--- src/hdl/core_pkg.sv ---
/* shared types and constants for the RV32I multicycle core
   only the integer subset is decoded, other opcodes retire as no-ops */
`default_nettype none

package core_pkg;

    localparam int XLEN     = 32;
    localparam int NUM_REGS = 32;

    typedef logic [XLEN-1:0]             word_t;
    typedef logic [$clog2(NUM_REGS)-1:0] reg_addr_t;
    typedef logic [2:0]                  funct3_t;
    typedef logic [6:0]                  opcode_t;

    localparam word_t RESET_PC = 32'h8000_0000;  // first fetch after reset

    // major opcodes kept by this core
    localparam opcode_t OPC_OP     = 7'b0110011;
    localparam opcode_t OPC_OP_IMM = 7'b0010011;
    localparam opcode_t OPC_LUI    = 7'b0110111;
    localparam opcode_t OPC_AUIPC  = 7'b0010111;
    localparam opcode_t OPC_JAL    = 7'b1101111;
    localparam opcode_t OPC_JALR   = 7'b1100111;
    localparam opcode_t OPC_BRANCH = 7'b1100011;

    typedef enum logic [2:0] {
        TYPE_R,
        TYPE_I,  // op-imm and jalr
        TYPE_U,
        TYPE_J,
        TYPE_B,
        TYPE_N   // anything not decoded
    } inst_type_t;

    typedef enum logic [3:0] {
        ALU_ADD,
        ALU_SUB,
        ALU_SLL,
        ALU_SLT,
        ALU_SLTU,
        ALU_XOR,
        ALU_SRL,
        ALU_SRA,
        ALU_OR,
        ALU_AND
    } alu_op_t;

    typedef enum logic {
        FETCH,
        EXEC
    } fetch_state_t;

endpackage

`default_nettype wire
--- src/hdl/decode_if.sv ---
/* decoded instruction bundle, driven only by the decoder
   contents are meaningful during the EXEC cycle */
`timescale 1ns/1ps
`default_nettype none

interface decode_if;

    core_pkg::word_t      pc;
    core_pkg::word_t      snpc;       // pc + 4
    core_pkg::opcode_t    opcode;
    core_pkg::funct3_t    funct3;
    core_pkg::reg_addr_t  rd;
    core_pkg::reg_addr_t  rs1;
    core_pkg::reg_addr_t  rs2;
    core_pkg::word_t      imm;        // already sign extended
    core_pkg::inst_type_t inst_type;
    core_pkg::alu_op_t    alu_op;

    modport dec (output pc, snpc, opcode, funct3, rd, rs1, rs2, imm, inst_type, alu_op);

    modport exe (input pc, opcode, funct3, imm, inst_type, alu_op);

    modport wb (input pc, snpc, opcode, rd, inst_type);

endinterface

`default_nettype wire

--- src/hdl/core_top.sv ---
/* RV32I integer core without loads, stores or CSRs
   memory must answer each held imem_req with exactly one imem_valid pulse */
`timescale 1ns/1ps
`default_nettype none

module core_top (
    input  logic                clk,
    input  logic                reset,
    output logic                imem_req,
    output core_pkg::word_t     imem_addr,
    input  logic                imem_valid,
    input  core_pkg::word_t     imem_rdata,
    output logic                retire_valid,
    output core_pkg::word_t     retire_pc,
    output logic                retire_we,
    output core_pkg::reg_addr_t retire_rd,
    output core_pkg::word_t     retire_wdata,
    output core_pkg::word_t     retire_next_pc
);

    logic                exec;
    core_pkg::word_t     inst;
    core_pkg::word_t     pc;
    core_pkg::word_t     next_pc;
    core_pkg::word_t     rs1_data;
    core_pkg::word_t     rs2_data;
    core_pkg::word_t     alu_result;
    logic                jump_en;
    core_pkg::word_t     jump_target;
    logic                gpr_we;
    core_pkg::reg_addr_t gpr_waddr;
    core_pkg::word_t     gpr_wdata;

    decode_if dec_bus ();

    fetch_unit i_fetch (
        .clk        (clk),
        .reset      (reset),
        .imem_req   (imem_req),
        .imem_addr  (imem_addr),
        .imem_valid (imem_valid),
        .imem_rdata (imem_rdata),
        .next_pc    (next_pc),
        .exec       (exec),
        .inst       (inst),
        .pc         (pc)
    );

    inst_decoder i_decoder (
        .inst (inst),
        .pc   (pc),
        .dec  (dec_bus.dec)
    );

    reg_file i_regs (
        .clk    (clk),
        .reset  (reset),
        .we     (gpr_we),
        .waddr  (gpr_waddr),
        .wdata  (gpr_wdata),
        .raddr1 (dec_bus.rs1),
        .raddr2 (dec_bus.rs2),
        .rdata1 (rs1_data),
        .rdata2 (rs2_data)
    );

    exec_alu i_alu (
        .dec        (dec_bus.exe),
        .rs1_data   (rs1_data),
        .rs2_data   (rs2_data),
        .alu_result (alu_result)
    );

    branch_unit i_branch (
        .dec         (dec_bus.exe),
        .rs1_data    (rs1_data),
        .rs2_data    (rs2_data),
        .alu_result  (alu_result),
        .jump_en     (jump_en),
        .jump_target (jump_target)
    );

    writeback_unit i_wb (
        .exec           (exec),
        .dec            (dec_bus.wb),
        .alu_result     (alu_result),
        .jump_en        (jump_en),
        .jump_target    (jump_target),
        .next_pc        (next_pc),
        .gpr_we         (gpr_we),
        .gpr_waddr      (gpr_waddr),
        .gpr_wdata      (gpr_wdata),
        .retire_valid   (retire_valid),
        .retire_pc      (retire_pc),
        .retire_we      (retire_we),
        .retire_rd      (retire_rd),
        .retire_wdata   (retire_wdata),
        .retire_next_pc (retire_next_pc)
    );

endmodule

`default_nettype wire

--- src/hdl/writeback_unit.sv ---
/* register write select, next pc and retire report
   outputs are only meaningful while exec is high */
`timescale 1ns/1ps
`default_nettype none

module writeback_unit (
    input  logic                exec,
    decode_if.wb                dec,
    input  core_pkg::word_t     alu_result,
    input  logic                jump_en,
    input  core_pkg::word_t     jump_target,
    output core_pkg::word_t     next_pc,
    output logic                gpr_we,
    output core_pkg::reg_addr_t gpr_waddr,
    output core_pkg::word_t     gpr_wdata,
    output logic                retire_valid,
    output core_pkg::word_t     retire_pc,
    output logic                retire_we,
    output core_pkg::reg_addr_t retire_rd,
    output core_pkg::word_t     retire_wdata,
    output core_pkg::word_t     retire_next_pc
);

    logic wr_intent;

    always_comb begin
        wr_intent = 1'b1;
        if (dec.inst_type == core_pkg::TYPE_J || dec.opcode == core_pkg::OPC_JALR) begin
            gpr_wdata = dec.snpc;  // link address
        end else begin
            gpr_wdata = alu_result;
            if (dec.inst_type == core_pkg::TYPE_B || dec.inst_type == core_pkg::TYPE_N) begin
                wr_intent = 1'b0;
            end
        end
    end

    assign next_pc   = jump_en ? jump_target : dec.snpc;
    assign gpr_we    = exec && wr_intent;  // rd == x0 filtered in the register file
    assign gpr_waddr = dec.rd;

    assign retire_valid   = exec;
    assign retire_pc      = dec.pc;
    assign retire_we      = gpr_we;
    assign retire_rd      = dec.rd;
    assign retire_wdata   = gpr_wdata;
    assign retire_next_pc = next_pc;

endmodule

`default_nettype wire

--- src/hdl/branch_unit.sv ---
/* conditional branch compare and jump target
   reserved branch funct3 codes fall through as not taken */
`timescale 1ns/1ps
`default_nettype none

module branch_unit (
    decode_if.exe           dec,
    input  core_pkg::word_t rs1_data,
    input  core_pkg::word_t rs2_data,
    input  core_pkg::word_t alu_result,
    output logic            jump_en,
    output core_pkg::word_t jump_target
);

    logic            is_jalr;
    logic            taken;
    core_pkg::word_t pc_rel;

    assign is_jalr = (dec.opcode == core_pkg::OPC_JALR);
    assign pc_rel  = dec.pc + dec.imm;

    always_comb begin
        case (dec.funct3)
            3'b000:  taken = (rs1_data == rs2_data);                  // beq
            3'b001:  taken = (rs1_data != rs2_data);                  // bne
            3'b100:  taken = ($signed(rs1_data) < $signed(rs2_data));   // blt
            3'b101:  taken = ($signed(rs1_data) >= $signed(rs2_data));  // bge
            3'b110:  taken = (rs1_data < rs2_data);                   // bltu
            3'b111:  taken = (rs1_data >= rs2_data);                  // bgeu
            default: taken = 1'b0;
        endcase
    end

    assign jump_en = is_jalr || (dec.inst_type == core_pkg::TYPE_J) ||
                     (dec.inst_type == core_pkg::TYPE_B && taken);

    // jalr target is rs1 + imm from the ALU, lsb forced low
    assign jump_target = is_jalr ? {alu_result[31:1], 1'b0} : pc_rel;

endmodule

`default_nettype wire

--- src/hdl/exec_alu.sv ---
/* operand select and integer ALU
   result for J and B classes is unused, the branch unit forms those targets */
`timescale 1ns/1ps
`default_nettype none

module exec_alu (
    decode_if.exe           dec,
    input  core_pkg::word_t rs1_data,
    input  core_pkg::word_t rs2_data,
    output core_pkg::word_t alu_result
);

    core_pkg::word_t op_a;
    core_pkg::word_t op_b;
    logic [4:0]      shamt;

    always_comb begin
        if (dec.opcode == core_pkg::OPC_LUI) begin
            op_a = '0;
        end else if (dec.opcode == core_pkg::OPC_AUIPC || dec.inst_type == core_pkg::TYPE_J ||
                     dec.inst_type == core_pkg::TYPE_B) begin
            op_a = dec.pc;
        end else begin
            op_a = rs1_data;
        end
    end

    assign op_b  = (dec.inst_type == core_pkg::TYPE_R) ? rs2_data : dec.imm;
    assign shamt = op_b[4:0];  // shift amount only

    always_comb begin
        case (dec.alu_op)
            core_pkg::ALU_SUB:  alu_result = op_a - op_b;
            core_pkg::ALU_SLL:  alu_result = op_a << shamt;
            core_pkg::ALU_SLT:  alu_result = {31'b0, $signed(op_a) < $signed(op_b)};
            core_pkg::ALU_SLTU: alu_result = {31'b0, op_a < op_b};
            core_pkg::ALU_XOR:  alu_result = op_a ^ op_b;
            core_pkg::ALU_SRL:  alu_result = op_a >> shamt;
            core_pkg::ALU_SRA:  alu_result = $signed(op_a) >>> shamt;
            core_pkg::ALU_OR:   alu_result = op_a | op_b;
            core_pkg::ALU_AND:  alu_result = op_a & op_b;
            default:            alu_result = op_a + op_b;
        endcase
    end

endmodule

`default_nettype wire

--- src/hdl/reg_file.sv ---
/* 32 x 32 register file, asynchronous reads, write on the clock edge
   x0 reads as zero and ignores writes */
`timescale 1ns/1ps
`default_nettype none

module reg_file (
    input  logic                clk,
    input  logic                reset,
    input  logic                we,
    input  core_pkg::reg_addr_t waddr,
    input  core_pkg::word_t     wdata,
    input  core_pkg::reg_addr_t raddr1,
    input  core_pkg::reg_addr_t raddr2,
    output core_pkg::word_t     rdata1,
    output core_pkg::word_t     rdata2
);

    core_pkg::word_t regs [core_pkg::NUM_REGS];

    always_ff @(posedge clk or posedge reset) begin
        if (reset) begin
            for (int i = 0; i < core_pkg::NUM_REGS; i++) begin
                regs[i] <= '0;
            end
        end else if (we && waddr != '0) begin
            regs[waddr] <= wdata;
        end
    end

    assign rdata1 = (raddr1 == '0) ? '0 : regs[raddr1];
    assign rdata2 = (raddr2 == '0) ? '0 : regs[raddr2];

endmodule

`default_nettype wire

--- src/hdl/inst_decoder.sv ---
/* purely combinational decode of the registered instruction
   unknown opcodes become TYPE_N and are never written back */
`timescale 1ns/1ps
`default_nettype none

module inst_decoder (
    input  core_pkg::word_t inst,
    input  core_pkg::word_t pc,
    decode_if.dec           dec
);

    logic [6:0] funct7;

    assign funct7     = inst[31:25];
    assign dec.pc     = pc;
    assign dec.snpc   = pc + 32'd4;
    assign dec.opcode = inst[6:0];
    assign dec.funct3 = inst[14:12];
    assign dec.rd     = inst[11:7];
    assign dec.rs1    = inst[19:15];
    assign dec.rs2    = inst[24:20];

    always_comb begin
        case (dec.opcode)
            core_pkg::OPC_OP:                      dec.inst_type = core_pkg::TYPE_R;
            core_pkg::OPC_OP_IMM, core_pkg::OPC_JALR: dec.inst_type = core_pkg::TYPE_I;
            core_pkg::OPC_LUI, core_pkg::OPC_AUIPC:  dec.inst_type = core_pkg::TYPE_U;
            core_pkg::OPC_JAL:                     dec.inst_type = core_pkg::TYPE_J;
            core_pkg::OPC_BRANCH:                  dec.inst_type = core_pkg::TYPE_B;
            default:                               dec.inst_type = core_pkg::TYPE_N;
        endcase
    end

    always_comb begin
        case (dec.inst_type)
            core_pkg::TYPE_I: dec.imm = {{20{inst[31]}}, inst[31:20]};
            core_pkg::TYPE_U: dec.imm = {inst[31:12], 12'b0};
            core_pkg::TYPE_B: begin
                dec.imm = {{19{inst[31]}}, inst[31], inst[7], inst[30:25], inst[11:8], 1'b0};
            end
            core_pkg::TYPE_J: begin
                dec.imm = {{11{inst[31]}}, inst[31], inst[19:12], inst[20], inst[30:21], 1'b0};
            end
            default: dec.imm = '0;
        endcase
    end

    // lui, auipc, jalr default to add
    always_comb begin
        dec.alu_op = core_pkg::ALU_ADD;
        if (dec.inst_type == core_pkg::TYPE_R || dec.opcode == core_pkg::OPC_OP_IMM) begin
            case (dec.funct3)
                3'b000: begin
                    if (dec.inst_type == core_pkg::TYPE_R && funct7[5]) begin
                        dec.alu_op = core_pkg::ALU_SUB;  // no subi
                    end
                end
                3'b001:  dec.alu_op = core_pkg::ALU_SLL;
                3'b010:  dec.alu_op = core_pkg::ALU_SLT;
                3'b011:  dec.alu_op = core_pkg::ALU_SLTU;
                3'b100:  dec.alu_op = core_pkg::ALU_XOR;
                3'b101:  dec.alu_op = funct7[5] ? core_pkg::ALU_SRA : core_pkg::ALU_SRL;
                3'b110:  dec.alu_op = core_pkg::ALU_OR;
                default: dec.alu_op = core_pkg::ALU_AND;
            endcase
        end
    end

endmodule

`default_nettype wire

--- src/hdl/fetch_unit.sv ---
/* one instruction in flight; request held until the single imem_valid pulse
   no timeout, a memory that never answers stalls the core */
`timescale 1ns/1ps
`default_nettype none

module fetch_unit (
    input  logic            clk,
    input  logic            reset,
    output logic            imem_req,
    output core_pkg::word_t imem_addr,
    input  logic            imem_valid,
    input  core_pkg::word_t imem_rdata,
    input  core_pkg::word_t next_pc,
    output logic            exec,
    output core_pkg::word_t inst,
    output core_pkg::word_t pc
);

    core_pkg::fetch_state_t state;
    logic                   fetch_done;

    assign fetch_done = imem_req && imem_valid;  // valid ignored without a request
    assign exec       = (state == core_pkg::EXEC);
    assign imem_addr  = pc;

    always_ff @(posedge clk or posedge reset) begin
        if (reset) begin
            state    <= core_pkg::FETCH;
            imem_req <= 1'b0;
            pc       <= core_pkg::RESET_PC;
        end else begin
            case (state)
                core_pkg::FETCH: begin
                    if (fetch_done) begin
                        state    <= core_pkg::EXEC;
                        imem_req <= 1'b0;
                    end else begin
                        imem_req <= 1'b1;  // first request right after reset
                    end
                end
                core_pkg::EXEC: begin
                    // retire and start the next fetch on the same edge
                    state    <= core_pkg::FETCH;
                    imem_req <= 1'b1;
                    pc       <= next_pc;
                end
                default: state <= core_pkg::FETCH;
            endcase
        end
    end

    // instruction register
    always_ff @(posedge clk) begin
        if (fetch_done) begin
            inst <= imem_rdata;
        end
    end

endmodule

`default_nettype wire

--- config.mk ---
export PLATFORM = sky130hd
export DESIGN_NAME = core_top
export DESIGN_NICKNAME = d
export VERILOG_FILES = /design/src/hdl/core_pkg.sv /design/src/hdl/decode_if.sv /design/src/hdl/core_top.sv /design/src/hdl/writeback_unit.sv /design/src/hdl/branch_unit.sv /design/src/hdl/exec_alu.sv /design/src/hdl/reg_file.sv /design/src/hdl/inst_decoder.sv /design/src/hdl/fetch_unit.sv
export SDC_FILE = /design/constraint.sdc
export NUM_CORES = 2
export LEC_CHECK = 0
export BUFFER_PORTS_ARGS = -buffer_cell sky130_fd_sc_hd__buf_2
export CAP_MARGIN = 20
export CORE_MARGIN = 2
export CORE_UTILIZATION = 64
export DETAILED_ROUTE_END_ITERATION = 12
export PLACE_DENSITY = 0.77
export SETUP_SLACK_MARGIN = 0.3
export SKIP_LAST_GASP = 1
export SYNTH_ARGS = -nofsm -noshare
export SYNTH_HDL_FRONTEND = slang
export SYNTH_HIERARCHICAL = 1
export SYNTH_SLANG_ARGS = --single-unit
--- constraint.sdc ---
create_clock -name clk -period 43.6 [get_ports clk]
set_input_delay 6.54 -clock clk [delete_from_list [all_inputs] [get_ports clk]]
set_output_delay 6.54 -clock clk [all_outputs]
set_load 0.02 [all_outputs]
# After elaboration in Yosys (flattened, before gate mapping)
# Cells that the tools add are included.
[totals]
elab_cells = 140
out_inout_bits = 136
input_bits = 35
ff_bits = 1090
[op_classes]
add_sub_neg = 4
bitwise = 7
n_reduce_logical = 19
eq_ne = 30
n_lt_le_gt_ge = 10
n_shift = 3
muxes = 31
[ops]
columns = ["cell", "n"]
rows = [
  ["1024-bit bitwise mux", 1],
  ["32-bit 2-to-1 mux", 13],
  ["32-bit binary-select mux with 5-bit select", 2],
  ["32-bit case mux with 9 select lines", 1],
  ["32-bit demux with 5-bit select", 1],
  ["32-bit less-than comparator", 4],
  ["32-bit case mux with 4 select lines", 1],
  ["32-bit adder", 2],
  ["32-bit >= comparator", 2],
  ["32-bit by 3-bit adder with 32-bit output, second input constant", 1],
  ["32-bit AND", 1],
  ["32-bit equality test", 1],
  ["32-bit inequality test", 1],
  ["32-bit OR", 1],
  ["32-bit by 5-bit << shifter with 32-bit output", 1],
  ["32-bit by 5-bit right shift with 32-bit output", 1],
  ["32-bit by 5-bit >>> shifter with 32-bit output", 1],
  ["32-bit subtractor", 1],
  ["32-bit bitwise XOR", 1],
  ["4-bit case mux with 7 select lines", 1],
  ["7-bit equality test, second input constant", 3],
  ["3-bit equality test, second input constant", 6],
  ["6-bit >= comparator, second input constant", 3],
  ["5-bit inverter with 6-bit output", 3],
  ["other kinds (21)", 51],
]

# Depth between registers and ports, before layout
[depth]
ltp_word = 12
mapped_depth = 31
ltp_nobuf = 23

# By module
# Netlist, hierarchy kept.
[by_module_without_submodules]
columns = ["mod", "seq_area_each_um2", "area_each_um2", "n_inst", "cells_per_inst"]
rows = [
  ["reg_file", 25624.6, 54732.5, 1, 3692],
  ["exec_alu", 0.0, 10068.4, 1, 1516],
  ["branch_unit", 0.0, 2899.0, 1, 421],
  ["fetch_unit", 1813.0, 2611.3, 1, 138],
  ["writeback_unit", 0.0, 1660.3, 1, 186],
  ["inst_decoder", 0.0, 1554.0, 1, 226],
]

# Worst setup path after synthesis
# Ideal clock, no wire load.
[synth_path]
kind = "register to output"
startpoint = "register i_fetch.inst[21]"
endpoint = "output retire_next_pc[30]"
path_stages_with_launch = 27
path_slack_ns = 30.706
n_path_buf = 8
arrival_ns = 6.354
t_required_ns = 37.060
cell_sequence = "edfxtp_1 -> buf_4 -> buf_4 -> buf_6 -> mux4_2 -> mux4_2 -> o22ai_1 -> nor3_1 -> mux2i_1 -> clkbuf_1 -> buf_1 -> clkbuf_1 -> ha_1 -> clkbuf_1 -> o21bai_1 -> a21oi_1 -> o31ai_1 -> a41oi_1 -> o31a_1 -> o21ba_2 -> o21ai_0 -> o21a_1 -> o221ai_1 -> nand2_1 -> o21ai_0 -> mux2_2 -> buf_4"
[synth_via]
elab_chain_cells = 10
word_cells_on_any_way = 29
classes_between = "add/sub (3); order compare (4); eq/ne (2); shift (3); mux (10); bitwise (4); reduce/logical (3)"
[synth_lines]
columns = ["item", "line", "text"]
rows = [
  ["start, declared", "fetch_unit.sv:15", "output core_pkg::word_t inst,"],
  ["start signal, assigned", "fetch_unit.sv:55", "inst <= imem_rdata;"],
  ["5-bit inverter with 6-bit output (implied by the code)", "reg_file.sv:31", "assign rdata2 = (raddr2 == '0) ? '0 : regs[raddr2];"],
  ["32-bit binary-select mux with 5-bit select", "reg_file.sv:31", ""],
  ["32-bit 2-to-1 mux (implied by the code) (2 in a row)", "reg_file.sv:31", ""],
  ["32-bit 2-to-1 mux *", "reg_file.sv:31", ""],
  ["via rs2_data[2]", "core_top.sv:26", "core_pkg::word_t rs2_data;"],
  ["32-bit 2-to-1 mux *", "exec_alu.sv:28", "assign op_b = (dec.inst_type == core_pkg::TYPE_R) ? rs2_data : dec.imm;"],
  ["32-bit adder, or another cell as far along", "exec_alu.sv:42", "default: alu_result = op_a + op_b;"],
  ["32-bit case mux with 9 select lines *", "exec_alu.sv:32", "case (dec.alu_op)"],
  ["via alu_result[30]", "core_top.sv:27", "core_pkg::word_t alu_result;"],
  ["32-bit 2-to-1 mux *", "branch_unit.sv:38", "assign jump_target = is_jalr ? {alu_result[31:1], 1'b0} : pc_rel;"],
  ["via jump_target[30]", "core_top.sv:29", "core_pkg::word_t jump_target;"],
  ["32-bit 2-to-1 mux *", "writeback_unit.sv:38", "assign next_pc = jump_en ? jump_target : dec.snpc;"],
  ["end, declared", "core_top.sv:18", "output core_pkg::word_t retire_next_pc"],
]
# The timed path passes the listed nets; every way through them passes the cells marked *. The select of a mux whose other input is x is not followed.

# Worst setup path after layout
[layout_path]
startpoint = "register i_fetch.inst[16]"
endpoint = "output retire_wdata[24]"
[layout_via]
elab_chain_cells = 10
word_cells_on_any_way = 20
classes_between = "add/sub (2); shift (3); mux (10); bitwise (4); reduce/logical (1)"
[layout_lines]
columns = ["item", "line", "text"]
rows = [
  ["5-bit inverter with 6-bit output (implied by the code)", "reg_file.sv:30", "assign rdata1 = (raddr1 == '0) ? '0 : regs[raddr1];"],
  ["32-bit binary-select mux with 5-bit select", "reg_file.sv:30", ""],
  ["32-bit 2-to-1 mux (implied by the code) (2 in a row)", "reg_file.sv:30", ""],
  ["32-bit 2-to-1 mux *", "reg_file.sv:30", ""],
  ["via rs1_data[12]", "core_top.sv:25", "core_pkg::word_t rs1_data;"],
  ["32-bit 2-to-1 mux *", "exec_alu.sv:20", "end else if (dec.opcode == core_pkg::OPC_AUIPC || dec.inst_type == core_pkg::TYPE_J ||"],
  ["32-bit 2-to-1 mux *", "exec_alu.sv:18", "if (dec.opcode == core_pkg::OPC_LUI) begin"],
  ["32-bit adder, or another cell as far along", "exec_alu.sv:42", ""],
  ["32-bit case mux with 9 select lines *", "exec_alu.sv:32", ""],
  ["via alu_result[24]", "core_top.sv:27", ""],
  ["32-bit 2-to-1 mux *", "writeback_unit.sv:28", "if (dec.inst_type == core_pkg::TYPE_J || dec.opcode == core_pkg::OPC_JALR) begin"],
  ["end, declared", "core_top.sv:17", "output core_pkg::word_t retire_wdata,"],
]
# Marked as above.

==> flow_summary.json <==
{
  "fp.coreArea_mm2": 0.114,
  "antenna_found_initial": 23,
  "drtIter0Drc": 7900,
  "cts_resized": 0,
  "slowest_stage": "nor3_1",
  "setup_viol": 0,
  "synth_top_area_share_pct": 36.0,
  "clock_skew_ns": 0.0633,
  "syn_inst": 6179,
  "vias_per_cell": 7.73,
  "drtAntennaViolNets": 0,
  "netlist_area_mm2": 0.0735,
  "max_freq_ghz": 0.0591,
  "netlist_top_cells_area": "dfrtp_1 36%, mux2_2 18%, mux4_2 12%",
  "cts_sinks": 1090,
  "max_stage_delay_ns": 0.74,
  "grt_setup_unrepaired": "no",
  "area_growth_pct": 5.56,
  "start_util_pct": 64.4,
  "outcome": "completed",
  "crit_arrival_ns": 10.37,
  "p_comb_share_pct": 19.4,
  "placed_cell_area_mm2": 0.0737,
  "clock_latency_ns": 0.78,
  "hpwlAfterDp_um": 194000,
  "path_delay_family": "compound AO/OA/AOI/OAI gates",
  "synth_common_cells": "1144 x mux2_2, 1057 x dfrtp_1, 402 x mux4_2, 360 x mux2i_1, 319 x clkbuf_1",
  "p_seq_share_pct": 41.6,
  "wl_per_cell_um": 39.2,
  "tritoncts": "yes",
  "critPathKind": "reg2out",
  "die_area_mm2": 0.118,
  "drt_pass1_iterations": 7,
  "path_cells": "buf_4 -> buf_4 -> buf_4 -> buf_4 -> nand3b_1 -> buf_4 -> o221ai_1 -> a211oi_1 -> nor3_1 -> o221ai_1 -> o21ai_0 -> ha_1 -> a21oi_1 -> o2111ai_1 -> a221o_1 -> a41oi_1 -> nor4b_1 -> o22ai_1 -> o2bb2ai_1 -> mux2i_1 -> o211ai_1 -> mux2_1 -> buf_4 -> buf_2",
  "grt_pass1_vias": 56800,
  "grt_overflow": 0,
  "cts_setup_buffers": 0,
  "die_x_um": 343,
  "ys_ff_latch": 1090,
  "gp_congestion": 1.06,
  "crit_top_cell": "buf_4",
  "synth_flop_cell": "dfrtp_1",
  "crit_path_end_kind": "primary output",
  "synthArstFlopShare_pct": 97.1,
  "wl_um": 293000,
  "period_share_pct": 38.8,
  "report.final.slew_viol_count": 0,
  "grt_pass1_wl_um": 415000,
  "seq_area_frac_synth_pct": 37.3,
  "die_h_um": 343,
  "rows": 124,
  "clkPwrFrac_pct": 39.0,
  "synth_top_cell_by_area": "dfrtp_1",
  "max-cap-violations": 0,
  "relSlewSlack_pct": 8.29,
  "hold_violations": 0,
  "crit_fanout": 35,
  "nets": 6069,
  "drc": 0,
  "drive_above_1_share_pct": 37.5,
  "cp_num_buf_inv": 7,
  "hold_path_class": "reg2reg",
  "port_buffers": 170,
  "htree_levels": 3,
  "cts.clk_slew.worst_paths_ns": 0.07,
  "root_buffer": "clkbuf_16",
  "power.density_mw_per_mm2": 33.0,
  "boundaryPins": 171,
  "yosys_warnings": 6,
  "globalRouteTotalUtil_pct": 49.5,
  "internal-power_mw": 1.76,
  "syn_nets": 6378,
  "p_sw_mw": 0.801,
  "n_fill_cell": 7957,
  "syn_area_per_cell_um2": 11.9,
  "final_cell_area_mm2": 0.0776,
  "tightestPinTransition_ns": 1.37,
  "critPathLaunchType": "register",
  "leakagePower_nw": 35.7,
  "synth.distinct_cells": 121,
  "vias": 57900,
  "synth_most_common_cell": "mux2_2",
  "synth_edf_count": 32,
  "period_minus_slack_ns": 16.91,
  "numCtsBuffers": 111,
  "ir_drop_uv": 39.6,
  "clock_path_buffers": 3,
  "switching_share_pct": 31.2,
  "grt_start_max_net_pins": 199,
  "crit_required_ns": 37.06,
  "fin_setup_tns_ns": 0,
  "ctsHoldBuffers": 0
}
power by group through the flow:
stage | combinational [mW] | clock, mW | sequential [mW]
2_1_floorplan | 0.338 | 0 | 1.07
3_3_place_gp | 0.470 | 0 | 1.08
3_5_place_dp | 0.472 | 0 | 1.08
4_1_cts | 0.476 | 1.00 | 1.07
5_1_grt | 0.511 | 1.04 | 1.07
6_report | 0.497 | 1.00 | 1.07
worst paths after layout:
path / startpoint / end / slack (ns) / cells after the start
setup / recovery: i_fetch/inst[16]$_DFFE_PP_ / retire_wdata[24] / 26.69 / 24
hold / removal: i_regs/regs[1020]$_DFFE_PP0P_ / i_regs/regs[1020]$_DFFE_PP0P_ / 0.40 / 0
setup reg to reg: i_fetch/inst[16]$_DFFE_PP_ / i_regs/regs[56]$_DFFE_PP0P_ / 33.70 / 24
hold reg to reg: i_regs/regs[1020]$_DFFE_PP0P_ / i_regs/regs[1020]$_DFFE_PP0P_ / 0.40 / 0
max in group asynchronous: reset / i_regs/regs[878]$_DFFE_PP0P_ / 33.78 / 7
min in group asynchronous: reset / i_fetch/imem_addr[1]$_DFFE_PP0P_ / 5.78 / 2
registers in the layout, indices dropped and copies added, names as in the netlist:
signal             cells
i_regs/regs         1024
i_fetch/imem_addr     32
i_fetch/inst          32
i_fetch/exec           1
i_fetch/imem_req       1
cell type report:
type | instances | area (um^2) | area share, %
clock inverter | 50 | 649 | 0.837
timing repair buffer | 352 | 2390 | 3.08
clock buffer | 156 | 3180 | 4.09
multi-input combinational | 4147 | 41400 | 53.3
sequential | 1090 | 27400 | 35.4
antenna | 14 | 35.0 | 0.0451
inverter | 168 | 638 | 0.822
tap | 1512 | 1890 | 2.44
cells by family (layout without fill, tap and decap cells):
kind of cell | after synthesis | after routing | synth area share [%]
and+or+nand+nor | 806 | 806 | 5.57
adders and majority gates | 164 | 164 | 2.82
other | 0 | 14 | 0
buffers and inverters | 942 | 726 | 6.88
muxes | 1941 | 1941 | 35.4
xor gates and xnor gates | 79 | 79 | 0.941
AOI/OAI and AO/OA | 1157 | 1157 | 11.1
DFF | 1090 | 1090 | 37.3
cell usage in the layout (no fill, tap or decap), drive strengths merged, types with 35 or more instances in the layout:
cell     synthesis  layout
inv            165     169
o22ai           54      54
dfrtp         1057    1057
ha             161     161
mux4           402     402
a221oi          35      35
nand2          194     194
o21ai          222     222
o221ai          62      62
buf            449     351
a22o            48      48
nor2           196     196
a21o            55      55
a2111oi         40      40
xnor2           56      56
a21oi          212     212
clkbuf         324     157
nor3            81      81
a211oi          65      65
nand3           75      75
nor2b           60      60
mux2          1177    1177
mux2i          362     362
a22oi           85      85
o211ai          76      76
metal layers:
metal	vias up	wire length (um)	track usage, %
met3	1266	39500	18.2
li1	22700	-	-
met1	29500	106000	63.8
met4	18	24800	33.7
met5	-	114	0
met2	4517	123000	69.8
per-stage QoR:
stage / worst slack, ns / util (%) / power, mW / hold slack (ns) / instances
after floorplan: 8.24 / - / 1.41 / 0.441 / 6179
after detailed placement: 28.16 / 64.5 / 1.56 / 0.384 / 7265
after CTS: 27.25 / 67.9 / 2.54 / 0.399 / 7471
final: 26.69 / 68.0 / 2.56 / 0.402 / 7489
after global placement: 28.32 / 64.5 / 1.55 / 0.378 / 7262
after global routing: 26.78 / 67.9 / 2.62 / 0.411 / 7476
worst register-to-register path, cell delays in order (launching register included):
cell and delay, ns:
edfxtp_1 0.33, buf_4 0.30, buf_4 0.54, buf_4 0.60, buf_4 0.70, nand3b_1 0.48, buf_4 0.41, o221ai_1 0.25
a211oi_1 0.09, nor3_1 0.74, o221ai_1 0.46, o21ai_0 0.40, ha_1 0.46, a21oi_1 0.31, o2111ai_1 0.16, a221o_1 0.32
a41oi_1 0.66, nor4b_1 0.16, o22ai_1 0.44, o2bb2ai_1 0.14, mux2i_1 0.46, o211ai_1 0.31, mux2_1 0.36, buf_4 0.26
mux2_2 0.38
(Power assumes the default switching activity.)
